$ cat src/hdl/arb_pkg.sv
// Shared types for the two-class arbiter, imported by the RTL modules and the properties module
package arb_pkg;

    // Hold FSM used by both the urgent and the normal arbiter
    //   RESET  one cycle after srst, no grant
    //   GRANT  free to pick a new client
    //   HOLD   replay the registered grant until the held client acks
    typedef enum logic [1:0] {
        RESET,
        GRANT,
        HOLD
    } arb_state_t;

    // Which class currently owns the shared resource
    // FREE means neither arbiter holds a multi-cycle grant
    typedef enum logic [1:0] {
        FREE,
        OWN_PRIO,
        OWN_RR
    } owner_t;

    // Binary client index
    // 8 bits covers up to 256 clients
    typedef logic [7:0] client_idx_t;

endpackage : arb_pkg

$ cat src/hdl/arb_class_combine.sv
// Class combiner that enables one arbiter at a time, tracks the owning class and merges the grants
module arb_class_combine
    import arb_pkg::*;
#(
    parameter int N = 4
) (
    input  logic         clk,
    input  logic         srst,
    input  logic         en,
    input  logic [N-1:0] req_urgent,
    input  logic [N-1:0] ack,
    input  logic [N-1:0] prio_grant,
    input  client_idx_t  prio_sel,
    input  logic [N-1:0] rr_grant,
    input  client_idx_t  rr_sel,
    output logic         en_prio,
    output logic         en_rr,
    output logic [N-1:0] grant,
    output client_idx_t  sel,
    output logic         urgent
);
    owner_t owner_r;
    owner_t owner_nxt;

    logic urgent_pending;
    logic prio_active;
    logic rr_active;
    logic prio_acked;
    logic rr_acked;

    assign urgent_pending = |req_urgent;
    assign prio_active    = |prio_grant;
    assign rr_active      = |rr_grant;
    assign prio_acked     = |(prio_grant & ack);
    assign rr_acked       = |(rr_grant & ack);

    // Urgent class is blocked only by a held normal grant
    assign en_prio = en && (owner_r != OWN_RR);
    // Normal class yields to any pending urgent request and to a held urgent grant
    assign en_rr   = en && (owner_r != OWN_PRIO) && !urgent_pending;

    always_comb begin
        owner_nxt = owner_r;
        case (owner_r)
            FREE: begin
                if (prio_active && !prio_acked) begin
                    owner_nxt = OWN_PRIO;
                end else if (rr_active && !rr_acked) begin
                    owner_nxt = OWN_RR;
                end
            end
            OWN_PRIO: begin
                if (prio_acked) begin
                    owner_nxt = FREE;
                end
            end
            OWN_RR: begin
                if (rr_acked) begin
                    owner_nxt = FREE;
                end
            end
            default: begin
                owner_nxt = FREE;
            end
        endcase
    end

    always_ff @(posedge clk) begin
        if (srst) begin
            owner_r <= FREE;
        end else begin
            owner_r <= owner_nxt;
        end
    end

    // The enables keep the two grants exclusive, so OR is enough
    assign grant  = prio_grant | rr_grant;
    assign urgent = prio_active;

    always_comb begin
        if (prio_active) begin
            sel = prio_sel;
        end else if (rr_active) begin
            sel = rr_sel;
        end else begin
            sel = '0;
        end
    end

endmodule : arb_class_combine

$ cat config.mk
export PLATFORM = sky130hd
export DESIGN_NAME = arb_class_combine
export DESIGN_NICKNAME = d
export VERILOG_FILES = /design/src/hdl/arb_pkg.sv /design/src/hdl/arb_class_combine.sv
export SDC_FILE = /design/constraint.sdc
export NUM_CORES = 1
export LEC_CHECK = 0
export BUFFER_PORTS_ARGS = -buffer_cell sky130_fd_sc_hd__buf_2
export CELL_PAD_IN_SITES_DETAIL_PLACEMENT = 1
export CELL_PAD_IN_SITES_GLOBAL_PLACEMENT = 1
export CORE_MARGIN = 2
export CORE_UTILIZATION = 14
export CTS_BUF_LIST = sky130_fd_sc_hd__clkbuf_8
export CTS_CLUSTER_SIZE = 10
export DETAILED_ROUTE_END_ITERATION = 8
export PLACE_DENSITY = 0.82
export SKIP_LAST_GASP = 1
export SYNTH_ARGS = -nofsm -noshare
export SYNTH_HDL_FRONTEND = slang
export SYNTH_SLANG_ARGS = --single-unit
export TNS_END_PERCENT = 50
$ cat constraint.sdc
create_clock -name clk -period 1.45 [get_ports clk]
set_clock_uncertainty 0.2 [all_clocks]
set_input_delay 0.0725 -clock clk [delete_from_list [all_inputs] [get_ports clk]]
set_output_delay 0.0725 -clock clk [all_outputs]
set_load 0.1 [all_outputs]
Word level (Yosys, flattened, before mapping)

Index checks and enable logic that the tools add are counted.

Register bits after elaboration: 2
Bits in latches: 0
RAM bits: 0
Memory bits (read-only): 0
Input bits: 35
Word-level logic and storage cells: 33
Memories kept: 0

Add/sub/neg operators: 0
$mul: 0
Div/mod/pow operators: 0
Magnitude comparators: 0
Equality and inequality tests: 7
Shift operators: 0
Muxes and demuxes: 7
Bitwise gates (word level): 3
Reductions and logical operators: 15

Operators with widths:

| kind                 | number |
|---|---|
| $reduce_or A4 Y1     | 5 |
| $mux W8              | 2 |
| $and A4 B4 Y4        | 2 |
| $mux W2              | 4 |
| $ne A2 B2 Y1 const B | 3 |
| $pmux W2 S3          | 1 |
| $logic_and A1 B1 Y1  | 5 |
| $or A4 B4 Y4         | 1 |
| $logic_not A1 Y1     | 3 |
| $ne A3 B3 Y1 const B | 1 |
| $reduce_and A3 Y1    | 1 |
| $eq A2 B1 Y1 const B | 1 |
| $eq A2 B2 Y1 const B | 1 |
| $logic_not A2 Y1     | 1 |
| $ne A2 B1 Y1 const B | 1 |

Depth between registers and ports, before layout

Word-level depth: 7
Gate-level depth with buffers: 4

Worst setup path before layout

OpenSTA, ideal clock, no wires.

Path type: register to output
Start: reg owner_r[0]
End: out en_prio
Data arrival time: 2.563 ns
Required time: 1.178 ns
Setup slack: -1.385 ns
Cell stages (with the launch flop): 3
Path through: dfxtp_1 -> inv_1 -> a21boi_0

Word-level cells in the longest chain between the ends: 2

RTL lines:

| item                   | line                    | text |
|---|---|---|
| start, declared        | arb_class_combine.sv:22 | `owner_t owner_r;` |
| start signal, assigned | arb_class_combine.sv:72 | `owner_r <= owner_nxt;` |
| $ne A2 B2 Y1           | arb_class_combine.sv:38 | `assign en_prio = en && (owner_r != OWN_RR);` |
| $logic_and A1 B1 Y1    | arb_class_combine.sv:38 |  |
| end, declared          | arb_class_combine.sv:16 | `output logic en_prio,` |

Every way passes these cells.

Final worst setup path

Start: in prio_grant[2]
End: out sel[1]

Word-level cells in the longest chain between the ends: 2

RTL lines:

| item             | line                    | text |
|---|---|---|
| start, declared  | arb_class_combine.sv:12 | `input logic [N-1:0] prio_grant,` |
| $reduce_or A4 Y1 | arb_class_combine.sv:32 | `assign prio_active = \|prio_grant;` |
| $mux W8          | arb_class_combine.sv:81 | `if (prio_active) begin` |
| end, declared    | arb_class_combine.sv:19 | `output client_idx_t sel,` |

Every way passes these cells.

==> insert_results.sql <==
INSERT INTO impl_metrics (metric_group, metric, value, unit) VALUES
('sta', 'rsz0062_at_grt', 'true', ''),
('route', 'drt-total-wl', '1560', 'um'),
('floorplan', 'fp.coreArea', '1780', 'um2'),
('finish', 'fillerInstances', '209', ''),
('logic_synthesis', 'synth_warnings', '0', ''),
('logic_synthesis', 'postSynthRegisterBits', '2', ''),
('global_routing', 'first_global_vias', '603', ''),
('critical_path', 'cpMaxStageDelayCell', 'or4_4', ''),
('placed_design', 'placedInstanceArea', '831', 'um2'),
('floorplan', 'die_w', '48.0', 'um'),
('finish', 'most_common_cell_after_layout_fill_and_taps_aside', 'buf_2', ''),
('sta', 'setup_viol', '9', ''),
('pwr', 'power_frac_comb', '0.591', ''),
('sta', 'timing.final.hold_violations', '0', ''),
('critical_path', 'cp-start-kind', 'input port', ''),
('run_status', 'violated_checks', 'setup timing', ''),
('logic_synthesis', 'syn-num-nets', '68', ''),
('pwr', 'p_total', '0.706', 'mW'),
('clock_network', 'cts_made_buffers', '3', ''),
('logic_synthesis', 'post_synth_num_cell_types', '19', ''),
('placed_design', 'hpwlAfterDp', '1370', 'um'),
('logic_synthesis', 'synthesized_area_per_cell', '8.23', 'um2'),
('finish', 'antenna_cells_inserted', '0', ''),
('clock_network', 'cts-root-to-sink-buffers', '2', ''),
('placed_design', 'preCtsSetupSlack', '-162', 'ps'),
('pwr', 'power.share.switching', '0.433', ''),
('floorplan', 'design.die.area', '2310', 'um2'),
('finish', 'regMostFlops', 'owner_r', ''),
('pwr', 'irDropWorstVdd', '501', 'uV'),
('finish', 'reg_top3', 'owner_r: 2 flops', ''),
('critical_path', 'critPathArrivalTime', '1340', 'ps'),
('critical_path', 'slowest_delay', '570', 'ps'),
('critical_path', 'critPathCaptureType', 'output pin', ''),
('sta', 'report.final.slew_viol_count', '0', ''),
('pwr', 'switching_power', '0.306', 'mW'),
('clock_network', 'cts_sinks', '2', ''),
('critical_path', 'path_max_fanout', '11', ''),
('pwr', 'power.density_cell_area', '791', 'nW/um2'),
('pwr', 'seqPwrFrac', '0.090', ''),
('critical_path', 'worst_path_depth', '5', ''),
('finish', 'mostFrequentLayoutCells', 'buf_2, buf_12, a22o_4, or2_2', ''),
('sta', 'timing_worst_slew_pin_value', '489', 'ps'),
('pwr', 'cellLeakagePower', '0.431', 'nW'),
('sta', 'setup-tns-final', '-1290', 'ps'),
('route', 'drc_violation_count_after_routing', '0', ''),
('sta', 'timing.slew.headroom', '0.676', ''),
('finish', 'nets', '128', ''),
('hold_path', 'hold_path_depth', '4', ''),
('floorplan', 'floorplan.initialDensity', '0.152', ''),
('global_routing', 'antenna_found_initial', '0', ''),
('pwr', 'clock_power_share', '0.319', ''),
('sta', 'timing.final.crit_period', '1610', 'ps'),
('run_status', 'status', 'complete, but fails checks', ''),
('finish', 'multi_input_area', '294', 'um2'),
('finish', 'largest_reg_flops', '2', ''),
('finish', 'sequential_cell_area', '40.0', 'um2'),
('clock_network', 'root_buffer', 'clkbuf_8', ''),
('route', 'drt_pre_antenna_iters', '4', ''),
('global_routing', 'grtUsageTotal', '0.150', ''),
('critical_path', 'r2r_cells', '3', ''),
('global_routing', 'first_pass_grt_wire_length', '2290', 'um'),
('clock_network', 'cts_tree', 'built', ''),
('route', 'routed_wire_length_per_instance', '13.4', 'um'),
('critical_path', 'crit_chain', 'buf_2 > or4_4 > buf_12 > a22o_4 > buf_12', ''),
('logic_synthesis', 'synth-seq-area-share', '0.147', ''),
('sta', 'portion_of_the_clock_cycle_consumed_by_the_worst_path_in_the_final_layout', '1.11', ''),
('floorplan', 'design.portCount', '50', ''),
('logic_synthesis', 'post_synth_instance_area', '272', 'um2'),
('sta', 'worst_slack', '-160', 'ps'),
('job', 'max-cap-violations', '0', ''),
('route', 'drt_iter0_drc', '11', '');
[cell usage after synthesis]
cell type  number  area (um2)
nand3_1         1        5.00
nor2_4          1        11.3
nor3_1          2        10.0
a21oi_1         1        5.00
nor4_1          1        6.26
nor2_1          1        3.75
o2111a_1        1        11.3
dfxtp_1         2        40.0
nand2_1         1        3.75
a22o_1          8        70.1
nand2b_1        1        6.26
a21boi_0        1        7.51
or2_2           4        25.0
a222oi_1        2        20.0
and4_1          1        8.76
a211oi_1        1        7.51
inv_1           2        7.51
or4_4           1        11.3
buf_6           1        11.3
[kinds of logic (layout without fill, tap and decap cells)]
kind of cell	Yosys count	after routing	synth area share
AOI/OAI and AO/OA	14	14	0.447
and+or+nand+nor	14	14	0.336
buffers and inverters	3	61	0.0691
DFF	2	2	0.147
[final cells by class]
cell class	instances	area share
inverters	2	0.00842
clock buffers	3	0.0463
repair buffers	56	0.536
multi-input cells	28	0.330
well taps	25	0.0351
flip-flops and latches	2	0.0449
[power by group through the flow]
stage               sequential, mW  combinational, mW  clock (mW)
floorplan                   0.0627              0.254           0
global placement            0.0638              0.407           0
detailed placement          0.0637              0.415           0
CTS                         0.0632              0.420       0.233
global route                0.0637              0.433       0.238
finish                      0.0634              0.417       0.225
[metal layers]
metal / track usage / part of all wire / vias up
met3: 0.0528 / 0.096 / 2
met2: 0.307 / 0.57 / 35
met4: 0.0865 / 0.012 / 0
met5: 0 / 0 / -
met1: 0.115 / 0.33 / 243
li1: - / - / 255
[worst reg2reg max path, delay by kind of cell, from the launching register on]
kind / cells / cell delay (ps)
compound gates: 1 / 200
flops: 1 / 350
simple gates: 2 / 270
[timing repair]
| action | in CTS | in global routing |
|---|---|---|
| hold buffers | 2 | 0 |
| setup endpoints to repair | 9 | 9 |
| endpoints found under the hold margin | 1 | 0 |
| resized for setup | 0 | 0 |
[path summary, 6_finish.rpt]
check                startpoint         end  slack (ps)
setup reg to reg     owner_r[1]  owner_r[1]         310
hold reg to reg      owner_r[0]  owner_r[0]         330
setup / recovery  prio_grant[2]      sel[1]        -160
hold / removal           ack[2]  owner_r[0]           8
[stage by stage]
step	utilization	cells	hold WS (ps)
2_1_floorplan	-	33	-49.5
3_3_place_gp	0.466	111	59.9
3_5_place_dp	0.466	111	67.2
4_1_cts	0.500	116	12.4
5_1_grt	0.500	116	47.4
6_report	0.500	116	8.25
Note: power is estimated with default switching activity, not from simulation.
