==> src/hdl/arb_pkg.sv <==
// Shared types for the two-class arbiter, imported by the RTL modules and the properties module
package arb_pkg;

    // Hold FSM used by both the urgent and the normal arbiter
    //   RESET  one cycle after srst, no grant
    //   GRANT  free to pick a new client
    //   HOLD   replay the registered grant until the held client acks
    typedef enum logic [1:0] {
        RESET,
        GRANT,
        HOLD
    } arb_state_t;

    // Which class currently owns the shared resource
    // FREE means neither arbiter holds a multi-cycle grant
    typedef enum logic [1:0] {
        FREE,
        OWN_PRIO,
        OWN_RR
    } owner_t;

    // Binary client index
    // 8 bits covers up to 256 clients
    typedef logic [7:0] client_idx_t;

endpackage : arb_pkg

==> src/hdl/arb_prio.sv <==
// Urgent-class arbiter where the lowest requesting client wins and a grant is held until acked
module arb_prio
    import arb_pkg::*;
#(
    parameter int N = 4
) (
    input  logic         clk,
    input  logic         srst,
    input  logic         en,
    input  logic [N-1:0] req,
    input  logic [N-1:0] ack,
    output logic [N-1:0] grant,
    output client_idx_t  sel
);
    localparam int IDX_W = (N > 1) ? $clog2(N) : 1;

    arb_state_t state;
    arb_state_t nxt_state;

    // Winner of the priority search in the current cycle
    logic [IDX_W-1:0] pick;
    // Index presented on sel, held or freshly picked
    logic [IDX_W-1:0] cur_idx;
    logic             issue;

    // Held grant, loaded when a new grant goes out
    logic [IDX_W-1:0] sel_r;
    logic [N-1:0]     grant_r;

    always_ff @(posedge clk) begin
        if (srst) begin
            state <= RESET;
        end else begin
            state <= nxt_state;
        end
    end

    // Client 0 has the highest priority, so scan downward and let
    // the lowest requesting index overwrite the others
    always_comb begin
        pick = '0;
        for (int i = N - 1; i >= 0; i--) begin
            if (req[i]) begin
                pick = IDX_W'(i);
            end
        end
    end

    // New grant only from GRANT state
    assign issue = (state == GRANT) && en && req[pick];

    always_comb begin
        nxt_state = state;
        case (state)
            RESET: begin
                nxt_state = GRANT;
            end
            GRANT: begin
                // Same-cycle ack keeps the arbiter free
                if (issue && !ack[pick]) begin
                    nxt_state = HOLD;
                end
            end
            HOLD: begin
                if (ack[sel_r]) begin
                    nxt_state = GRANT;
                end
            end
            default: begin
                nxt_state = RESET;
            end
        endcase
    end

    // One-hot grant, replayed while holding
    always_comb begin
        grant = '0;
        if (state == HOLD) begin
            grant = grant_r;
        end else if (issue) begin
            grant[pick] = 1'b1;
        end
    end

    assign cur_idx = (state == HOLD) ? sel_r : pick;
    assign sel     = client_idx_t'(cur_idx);

    always_ff @(posedge clk) begin
        if (issue) begin
            sel_r   <= pick;
            grant_r <= grant;
        end
    end

endmodule : arb_prio

==> config.mk <==
export PLATFORM = sky130hd
export DESIGN_NAME = arb_prio
export DESIGN_NICKNAME = d
export VERILOG_FILES = /design/src/hdl/arb_pkg.sv /design/src/hdl/arb_prio.sv
export SDC_FILE = /design/constraint.sdc
export NUM_CORES = 1
export LEC_CHECK = 0
export ABC_AREA = 1
export BUFFER_PORTS_ARGS = -buffer_cell sky130_fd_sc_hd__buf_4
export CAP_MARGIN = 20
export CORE_AREA = 3 3 40 42
export DETAILED_ROUTE_END_ITERATION = 10
export DIE_AREA = 0 0 43 45
export GPL_TIMING_DRIVEN = 0
export PLACE_DENSITY = 0.72
export REMOVE_ABC_BUFFERS = 1
export SYNTH_ARGS = -nofsm -noshare
export SYNTH_HDL_FRONTEND = slang
export SYNTH_SLANG_ARGS = --single-unit
==> constraint.sdc <==
create_clock -name clk -period 2.37 [get_ports clk]
set_input_delay 0 -clock clk [delete_from_list [all_inputs] [get_ports clk]]
set_output_delay 0 -clock clk [all_outputs]
set_load 0.005 [all_outputs]
# Word level (Yosys, flattened, before mapping)
# Cells that the tools add are included.
dict set report word_totals {
  regBits 8
  inputBits 11
  out_inout_bits 12
  wordCells 35
}
dict set report classes {
  magnitude_cmp 3
  n_eq_ne 4
  muxes 18
  n_reduce_logical 7
}
# op n
set ops {}
lappend ops {{$mux 2} 7}
lappend ops {{$mux 4} 2}
lappend ops {{$bmux 1 s2} 3}
lappend ops {{$lt 2x3->1 const B} 2}
lappend ops {{$pmux 2 s3} 1}
lappend ops {{$logic_and 1x1->1} 4}
lappend ops {{$mux 1} 4}
lappend ops {{$demux 1 s2} 1}
lappend ops {{$eq 2x1->1 const B} 1}
lappend ops {{$eq 2x2->1 const B} 1}
lappend ops {{$ge 2x1->1 const B} 1}
lappend ops {{$logic_not 2->1} 1}
lappend ops {{$ne 2x1->1 const B} 1}
lappend ops {{$ne 2x2->1 const B} 1}
lappend ops {{$reduce_and 2->1} 1}
lappend ops {{$logic_not 1->1} 1}

# Depth between registers and ports, before layout
# Gate-level depths: netlist of the first run.
dict set report logic_depth {
  depth_word 10
  mapped_depth 9
  ltp_nobuf 9
}

# Least setup slack after synthesis of the first run
# Ideal clock, no wire load.
dict set report synth_path {
  path_type {register to register}
  start {register state[0]}
  end {register state[0]}
  setup_time_ps 114
  arrival_time_ps 986
  required_ps 2256
  slack_ps 1271
  stages_incl_launch_ff 8
  path_buffers 0
  path_cell_list {dfxtp_1 -> nand2_1 -> inv_2 -> nand2_2 -> a21oi_4 -> nand3_2 -> nand2_1 -> a21oi_2}
}
dict set report synth_via {
  elab_chain_len 6
}
# item line
set synth_lines {}
lappend synth_lines {{start: declaration} arb_prio.sv:17} ;# arb_state_t state;
lappend synth_lines {{start signal: assignment} arb_prio.sv:34} ;# state <= nxt_state;
lappend synth_lines {{$eq 2x1->1} arb_prio.sv:50} ;# assign issue = (state == GRANT) && en && req[pick];
lappend synth_lines {{$logic_and 1x1->1 (2 in series)} arb_prio.sv:50}
lappend synth_lines {{named net issue} arb_prio.sv:24} ;# logic issue;
lappend synth_lines {{$logic_and 1x1->1} arb_prio.sv:60} ;# if (issue && !ack[pick]) begin
lappend synth_lines {{$ne 2x1->1 (no source line)} -}
lappend synth_lines {{$reduce_and 2->1 (no source line)} -}
# The timed path passes the listed nets, and every way through them passes these cells.
# A chain may end at the register's enable or synchronous reset.

# Worst setup path after layout of the first run
dict set report layout_path {
  start {register state[0]}
  end {output port grant[1]}
}
dict set report layout_via {
  elab_chain_len 5
}
# item line
set layout_lines {}
lappend layout_lines {{$eq 2x1->1} arb_prio.sv:50}
lappend layout_lines {{$logic_and 1x1->1 (2 in series)} arb_prio.sv:50}
lappend layout_lines {{$mux 4} arb_prio.sv:80} ;# end else if (issue) begin
lappend layout_lines {{$mux 4 (*)} arb_prio.sv:78} ;# if (state == HOLD) begin
lappend layout_lines {{end: declaration} arb_prio.sv:12} ;# output logic [N-1:0] grant,
# Every way passes the cells marked *; elsewhere a longest branch is shown, timed or not.

==> results.toml, run 1 <==
[status]
outcome = "completed"

[run]
drv_cap = 0

[sta]
setup_violations = 0
finalMaxSlewViolations = 0
skew_ns = 0.00337
hold_viol_final = 0
setup_slack_ns = 0.949
fin_tns_setup_ns = 0
fmax_mhz = 704
rsz0062_at_grt = "no"
finalWorstPathRequiredPeriod_ns = 1.42
fin_crit_sh_pct = 60.0

[cts]
cts_max_path_buffers = 2
worstSkewPairLatency_ns = 0.26
root_buffer = "clkbuf_4"
cts_buffers = 3
cts_tree = "done"
h-tree-depth = 1
cts_setup_buffers = 0
clkSlewWorstSetupHoldPaths_ns = 0.05
clkSinkCount = 8

[synthesis]
yosysWarningCount = 0
yosysTopAreaCellShare_pct = 31.5
synth_cells = 70
ys_top_cells_by_area = "edfxtp_1 (32%), nand2_1 (9.8%), buf_4 (7.9%)"
synth_seq_cells = 8
synth.distinct_cells = 21
syn_area_um2 = 572
synth_area_leader_cell = "edfxtp_1"
syn_area_per_cell_um2 = 8.17
yosysSeqAreaShare_pct = 38.5

[grt]
grt_max_degree = 9
grt_pass1_wl_um = 1830
overflow = 0
antenna_found_initial = 0
gr-usage-all-layers_pct = 12.9
grt_pass1_vias = 437

[route]
wl_um = 1120
vias = 499
drc_errors = 0
drt_first_pass_iters = 4
first_iter_violations = 10
drtAntennaViolNets = 0
wl_per_cell_um = 10.6
viasPerCell = 4.75

[worst_setup_path]
setup.worst_path.end_class = "primary output"
critPathKind = "flip-flop to primary output"
slowest_delay_ns = 0.39
critPathLaunchType = "flip-flop"
crit_fanout = 3
path_cells = "nand2_1, inv_2, nand2_2, o31ai_1, buf_4"
cp.arrival_ns = 1.42
worstPathRequired_ns = 2.37
slowest_stage = "dfxtp_1"
crit_family = "flip-flops"
critical_path_buf_inv_count = 2

[finish]
final_cell_mix = "buf_4 (16), nand2_1 (15), inv_1 (9)"
layout_commonest_cell = "buf_4"
finalInstanceArea_um2 = 721
drive_gt1_share_pct = 38.9
seq_area_um2 = 220
diodes = 0
syn_to_final_growth_pct = 26.0
multiInputGateArea_um2 = 277
filler_cell_count = 137
final_net_count = 102

[power_and_ir_drop]
p_per_area_mw_per_mm2 = 490
cellLeakagePower_nw = 0.340
ir_worst_vdd_mv = 0.204
power_w = 0.000353

[floorplanning]
design.die.area_mm2 = 0.00194
die_h_um = 45
initial_core_util_pct = 44.5
coreArea_mm2 = 0.00128
rows = 13
num_io_pins = 23
die_w_um = 43

[place]
dp_hpwl_um = 919
place_area_um2 = 684
port_buffers = 16
place.gp.congestion = 0.786
place_ws_ns = 1.15

[worst_hold_path]
hp-class = "primary input to flip-flop"
==> layer usage <==
| metal | vias up | track usage (%) | wire (um) | part of all wire, % |
|---|---|---|---|---|
| met5 | - | 0 | 0 | 0 |
| met4 | 0 | 9.04 | 15 | 1.3 |
| met3 | 2 | 2.39 | 89 | 8.0 |
| met2 | 21 | 21.3 | 567 | 51 |
| met1 | 225 | 15.2 | 443 | 40 |
| li1 | 251 | - | - | - |
==> state kept, by name, summed over array words and instances, names as in the netlist <==
register and flops:
sel_r 2, state 2, grant_r 4
==> where the power goes <==
group | internal, W | switching (W) | total [W] | leakage (nW)
clock | 0.0000645 | 0.0000482 | 0.000113 | 0.0150
combinational | 0.0000334 | 0.0000422 | 0.0000757 | 0.251
sequential | 0.000159 | 0.00000507 | 0.000165 | 0.0736
total | 0.000257 | 0.0000956 | 0.000353 | 0.340
==> final cells by class <==
class                   instances  share of cell area [%]
clock buffers                   4                    3.65
multi-input cells              48                    38.4
well taps                      15                    2.60
flip-flops and latches          8                    30.6
inverters                      13                    6.77
repair buffers                 17                    18.1
==> final timing paths <==
kind | start | end | slack [ns] | cells after the start
worst max-delay path | state[0]$_SDFFE_PP0P_ | grant[1] | 0.95 | 5
worst min-delay path | req[0] | sel_r[1]$_DFFE_PP_ | 0.08 | 2
worst max register to register | state[0]$_SDFFE_PP0P_ | state[0]$_SDFFE_PP0P_ | 1.14 | 7
worst min register to register | grant_r[2]$_DFFE_PP_ | grant_r[2]$_DFFE_PP_ | 0.59 | 2
==> worst register-to-register path: cells and delay by family, from the launching register on <==
family | cells | cell delay [ns]
AND/OR/NAND/NOR | 4 | 0.37
flip-flops | 1 | 0.39
buffers and inverters | 1 | 0.08
AO/OA/AOI/OAI | 2 | 0.30
==> timing repair <==
action                                 4_1_cts  5_1_grt
endpoints found under the hold margin        2        0
hold buffers                                 1        0
resized for setup                            0        0
==> cells by family after synthesis <==
group	Yosys count	synth area share [%]
AO/OA/AOI/OAI	10	11.8
other	1	0.656
AND/OR/NAND/NOR	32	32.6
flip-flops	8	38.5
buffers and inverters	19	16.4
==> cells in the mapped netlist, drive strengths merged <==
cell type and instances:
a21oi 3, edfxtp 6, conb 1, o21ai 6
inv 13, dfxtp 2, nand3 6, buf 6
nor3 2, o31ai 1, nand2 19, nor2 5
==> through the flow <==
step                      hold slack (ns)  util, %  instances
final                              0.0753     56.1        105
after global routing               0.0646     56.1        105
after CTS                          0.0781     56.1        105
after detailed placement            0.171     53.3        100
after global placement              0.164     53.3        100
after floorplan                    0.0624        -         69
Power figures use the tool's default switching activity.
==> run 2: changes to the inputs <==
--- a/config.mk
+++ b/config.mk
@@ -5,14 +5,14 @@
 export SDC_FILE = /design/constraint.sdc
 export NUM_CORES = 1
 export LEC_CHECK = 0
-export ABC_AREA = 1
+export ABC_AREA = 0
 export BUFFER_PORTS_ARGS = -buffer_cell sky130_fd_sc_hd__buf_4
 export CAP_MARGIN = 20
-export CORE_AREA = 3 3 40 42
+export CORE_MARGIN = 3
+export CORE_UTILIZATION = 39
 export DETAILED_ROUTE_END_ITERATION = 10
-export DIE_AREA = 0 0 43 45
 export GPL_TIMING_DRIVEN = 0
-export PLACE_DENSITY = 0.72
+export PLACE_DENSITY = 0.71
 export REMOVE_ABC_BUFFERS = 1
 export SYNTH_ARGS = -nofsm -noshare
 export SYNTH_HDL_FRONTEND = slang
==> constraint.sdc (replaced) <==
create_clock -name clk -period 1.15 [get_ports clk]
set_input_delay 0 -clock clk [delete_from_list [all_inputs] [get_ports clk]]
set_output_delay 0 -clock clk [all_outputs]
set_load 0.005 [all_outputs]
==> results.toml, run 2 <==
[cts]
h-tree-depth = 1
clkSlewWorstSetupHoldPaths_ns = 0.06
clkSinkCount = 8
root_buffer = "clkbuf_4"
cts_buffers = 3
cts_max_path_buffers = 2
cts_tree = "done"
worstSkewPairLatency_ns = 0.26

[synthesis]
synth.distinct_cells = 27
synth_area_leader_cell = "edfxtp_1"
synth_seq_cells = 8
async_flop_share_pct = 0
synth_common_cells = "buf_4 (6), edfxtp_1 (6), inv_1 (5), nand2_1 (5), o21ai_0 (3)"
ys_top_cells_by_area = "edfxtp_1 (35%), buf_4 (8.8%), dfxtp_1 (7.8%)"
yosysTopAreaCellShare_pct = 35.3
syn_area_um2 = 510
ys.flop_type = "edfxtp_1"
yosysSeqAreaShare_pct = 43.1
yosysWarningCount = 0
syn_area_per_cell_um2 = 9.82
synth_edf_count = 6
synth_cells = 52

[sta]
finalMaxSlewViolations = 0
hold_viol_final = 0
skew_ns = 0.00395
setup_violations = 15
finalWorstPathRequiredPeriod_ns = 1.36
fin_crit_sh_pct = 119
rsz0062_at_grt = "yes"
setup_slack_ns = -0.213
fmax_mhz = 734

[floorplanning]
die_h_um = 42.2
coreArea_mm2 = 0.00117
rows = 12
design.die.area_mm2 = 0.00178
die_w_um = 42.2
num_io_pins = 23
initial_core_util_pct = 43.6

[route]
viasPerCell = 5.18
met1Wirelength_um = 534
drtAntennaViolNets = 0
wl_per_cell_um = 14.4
highest_layer = "met4"
vias = 461
first_iter_violations = 14
met2_length_um = 631
wl_um = 1280
wl_met3_um = 88
drt_first_pass_iters = 4
drc_errors = 0

[power_and_ir_drop]
power_w = 0.000848
p_per_area_mw_per_mm2 = 1130
cellLeakagePower_nw = 0.328
ir_worst_vdd_mv = 0.507

[worst_setup_path]
crit_family = "simple AND/OR/NAND/NOR gates"
critical_path_buf_inv_count = 0
slowest_delay_ns = 0.41
path_cells = "nand2_4, or3_4, a2111oi_4, o32ai_1"
slowest_stage = "or3_4"
crit_fanout = 4
worstPathRequired_ns = 1.29
cp.arrival_ns = 1.50
setup.worst_path.end_class = "flip-flop"
critPathLaunchType = "flip-flop"
critPathKind = "flip-flop to flip-flop"

[grt]
grt_pass1_vias = 418
grt_pass1_wl_um = 1900
grt_max_degree = 8
antenna_found_initial = 0
overflow = 0
gr-usage-all-layers_pct = 15.0

[place]
port_buffers = 16
place_ws_ns = -0.414
place.gp.congestion = 0.770
dp_hpwl_um = 830
place_area_um2 = 618

[worst_hold_path]
hp-class = "primary input to flip-flop"

[finish]
post-route-util_pct = 64.1
drive_gt1_share_pct = 49.3
reg_top3 = "grant_r x4, sel_r x2, state x2"
finalInstanceArea_um2 = 751
syn_to_final_growth_pct = 47.1
layout_commonest_cell = "buf_4"
largest_register_ff_count = 4
diodes = 0
regMostFlops = "grant_r"
final_cell_mix = "buf_4 (19), conb_1 (6), edfxtp_1 (6), inv_1 (4)"
final_net_count = 87

[status]
violations = "negative setup slack"
outcome = "finished with violations"

[run]
drv_cap = 0
## run 2: final cells by class
class                           instances  area, um2
Inverter                                5       22.5
Sequential cell                         8        225
Fill cell                             101        420
Clock buffer                            4       26.3
Tap cell                               14       17.5
Multi-Input combinational cell         38        307
Timing Repair Buffer                   20        153
## run 2: final timing paths
path | start | endpoint | slack (ns) | cells past startpoint
max | state[0]$_SDFFE_PP0P_ | state[0]$_SDFFE_PP0P_ | -0.21 | 4
min | req[0] | grant_r[1]$_DFFE_PP_ | 0.1 | 2
max reg2reg | state[0]$_SDFFE_PP0P_ | state[0]$_SDFFE_PP0P_ | -0.21 | 4
min reg2reg | grant_r[1]$_DFFE_PP_ | grant_r[1]$_DFFE_PP_ | 0.55 | 2
## run 2: routing by layer
layer,track usage (%),vias up
met3,5.15,3
li1,-,228
met5,0,-
met2,23.1,17
met1,17.5,213
met4,9.32,0
## run 2: cell families after synthesis
kind of cell | share of synthesized area [%]
AOI/OAI and AO/OA | 16.9
and+or+nand+nor | 21.6
DFF | 43.1
muxes | 4.41
other | 0.735
buffers and inverters | 13.2
## run 2: stage by stage
stage,std cells,hold WS (ns),TNS [ns]
global placement,80,0.263,-2.33
CTS,89,0.103,-1.80
finish,89,0.0962,-1.73
floorplan,50,0.0718,-1.11
detailed placement,80,0.269,-2.32
global route,89,0.0985,-2.34
## run 2: where the power goes
part / internal [W] / total (W) / switching (W)
Combinational: 0.000119 / 0.000225 / 0.000106
Clock: 0.000134 / 0.000244 / 0.000110
Sequential: 0.000352 / 0.000379 / 0.0000274
## run 2: timing repair
| item | 4_1_cts | 5_1_grt |
|---|---|---|
| buffers inserted | 3 | 0 |
| gates resized for setup | 8 | 9 |
| pin swaps | 4 | 3 |
| hold buffers | 1 | 0 |
| cloned | 1 | 0 |
| setup endpoints to repair | 16 | 16 |
| hold endpoints to repair | 1 | 0 |
## run 2: worst register-to-register path, cell delays in order (launching register included)
cell and delay [ns]:
dfxtp_4 0.37, nand2_4 0.06, or3_4 0.41, a2111oi_4 0.27, o32ai_1 0.13
==> run 3: changes to the inputs <==
--- a/config.mk
+++ b/config.mk
@@ -13,7 +13,7 @@
 export DETAILED_ROUTE_END_ITERATION = 10
 export GPL_TIMING_DRIVEN = 0
 export PLACE_DENSITY = 0.71
-export REMOVE_ABC_BUFFERS = 1
+export SKIP_CTS_REPAIR_TIMING = 1
 export SYNTH_ARGS = -nofsm -noshare
 export SYNTH_HDL_FRONTEND = slang
 export SYNTH_SLANG_ARGS = --single-unit
==> results.toml, run 3 (synthesis gave the netlist of run 2 again) <==
[place]
place.gp.congestion = 0.750
dp_cells = 87
place_ws_ns = -0.187
dp_hpwl_um = 975
port_buffers = 16

[worst_setup_path]
endpoint = "state[0]$_SDFFE_PP0P_"
crit_family = "simple AND/OR/NAND/NOR gates"
critical_path_buf_inv_count = 0
rr_endpoint = "state[0]$_SDFFE_PP0P_"
critPathLaunchType = "flip-flop"
r2r-start = "state[0]$_SDFFE_PP0P_"
worstPathRequired_ns = 1.28
critPathKind = "flip-flop to flip-flop"
slowest_delay_ns = 0.40
slowest_stage = "or3_4"
setup.worst_path.end_class = "flip-flop"
crit_start = "state[0]$_SDFFE_PP0P_"
crit_fanout = 5
rrSetupSlack_ns = -0.20
cp.arrival_ns = 1.48
worstRegToRegCells = 4
cp.depth = 4
path_cells = "nand2_4, or3_4, a2111oi_4, o32ai_2"

[worst_hold_path]
hold_depth = 3
hp-class = "primary input to flip-flop"

[power_and_ir_drop]
switching_share_pct = 29.1
combPwrFrac_pct = 30.0
p_clk_share_pct = 25.8
cellLeakagePower_nw = 0.373
p_per_area_mw_per_mm2 = 1060
p_seq_share_pct = 44.1
ir_worst_vdd_mv = 0.818
p_sw_w = 0.000252
intPower_w = 0.000614

[finish]
layout_commonest_cell = "buf_4"
syn_to_final_growth_pct = 59.3
reg_top3 = "grant_r x4, sel_r x2, state x2"
regMostFlops = "grant_r"
diodes = 0
drive_gt1_share_pct = 58.0
final_net_count = 94
fin_cells = 95
final_cell_mix = "buf_4 (27), conb_1 (6), edfxtp_1 (6), inv_1 (4), nand2_1 (4)"
largest_register_ff_count = 4

[cts]
cts_max_path_buffers = 2
clkSinkCount = 8
clkSlewWorstSetupHoldPaths_ns = 0.06
cts_tree = "done"
h-tree-depth = 1
root_buffer = "clkbuf_4"
worstSkewPairLatency_ns = 0.26
cts_buffers = 3

[route]
vias = 512
viasPerCell = 5.39
drc_errors = 0
first_iter_violations = 17
wl_um = 1470
drtAntennaViolNets = 0
drt_first_pass_iters = 4
wl_per_cell_um = 15.5

[floorplanning]
die_h_um = 42.2
initial_core_util_pct = 43.6
design.die.area_mm2 = 0.00178
num_io_pins = 23
die_w_um = 42.2
rows = 12
coreArea_mm2 = 0.00117

[sta]
skew_ns = 0.000127
setup_violations = 14
finalMaxSlewViolations = 0
fmax_mhz = 740
hold_viol_final = 0
fin_crit_sh_pct = 117
rsz0062_at_grt = "yes"
setup_slack_ns = -0.201
finalWorstPathRequiredPeriod_ns = 1.35

[grt]
grt_max_degree = 10
gr-usage-all-layers_pct = 16.5
antenna_found_initial = 0
grt_pass1_vias = 461
overflow = 0
grt_pass1_wl_um = 2180

[run]
drv_cap = 0

[status]
outcome = "finished with violations"
violations = "negative setup slack"
==> run 3: worst min path at each step <==
stage	startpoint	end	slack, ns
after floorplan	req[0]	grant[1]	0.07
after global placement	srst	state[1]$_SDFFE_PP0P_	0.26
after detailed placement	srst	state[1]$_SDFFE_PP0P_	0.28
after CTS	srst	state[1]$_SDFFE_PP0P_	0.004
after global routing	srst	state[1]$_SDFFE_PP0P_	0.008
final	srst	state[1]$_SDFFE_PP0P_	0.01
==> run 3: final cells by class <==
type                       count  area (um2)
buffer                         6        45.0
clock buffer                   3        22.5
fill                         102         358
inverter                       5        18.8
multi-input combinational     38         327
sequential                     8         225
tap                           14        17.5
timing repair buffer          21         158
==> run 3: worst min-delay path, delay by kind of cell <==
family                 cells  cell delay, ns
AO/OA/AOI/OAI              1            0.10
buffers and inverters      2            0.13
==> run 3: routing by layer <==
layer,up-vias,GRT usage [%],routed length (um)
met5,-,0,0
met4,0,5.59,17
met3,2,7.73,143
met2,32,26.4,784
met1,239,19.3,524
li1,239,-,-
==> run 3: power groups by stage <==
stage	combinational [W]	clock, W	sequential, W
floorplan	0.000124	0	0.000370
global placement	0.000194	0	0.000375
CTS	0.000201	0.000231	0.000371
detailed placement	0.000199	0	0.000376
global route	0.000282	0.000254	0.000385
finish	0.000260	0.000224	0.000382
==> run 3: stage by stage <==
step | cell area (um2) | setup TNS, ns | utilization (%) | hold WS [ns] | total power (W)
2_1_floorplan | 576 | -0.488 | - | 0.0718 | 0.000493
3_3_place_gp | 713 | -1.22 | 60.9 | 0.258 | 0.000569
3_5_place_dp | 713 | -1.32 | 60.9 | 0.278 | 0.000576
4_1_cts | 736 | -2.29 | 62.8 | 0.00394 | 0.000802
5_1_grt | 813 | -2.29 | 69.4 | 0.00785 | 0.000921
6_report | 813 | -1.67 | 69.4 | 0.0134 | 0.000866
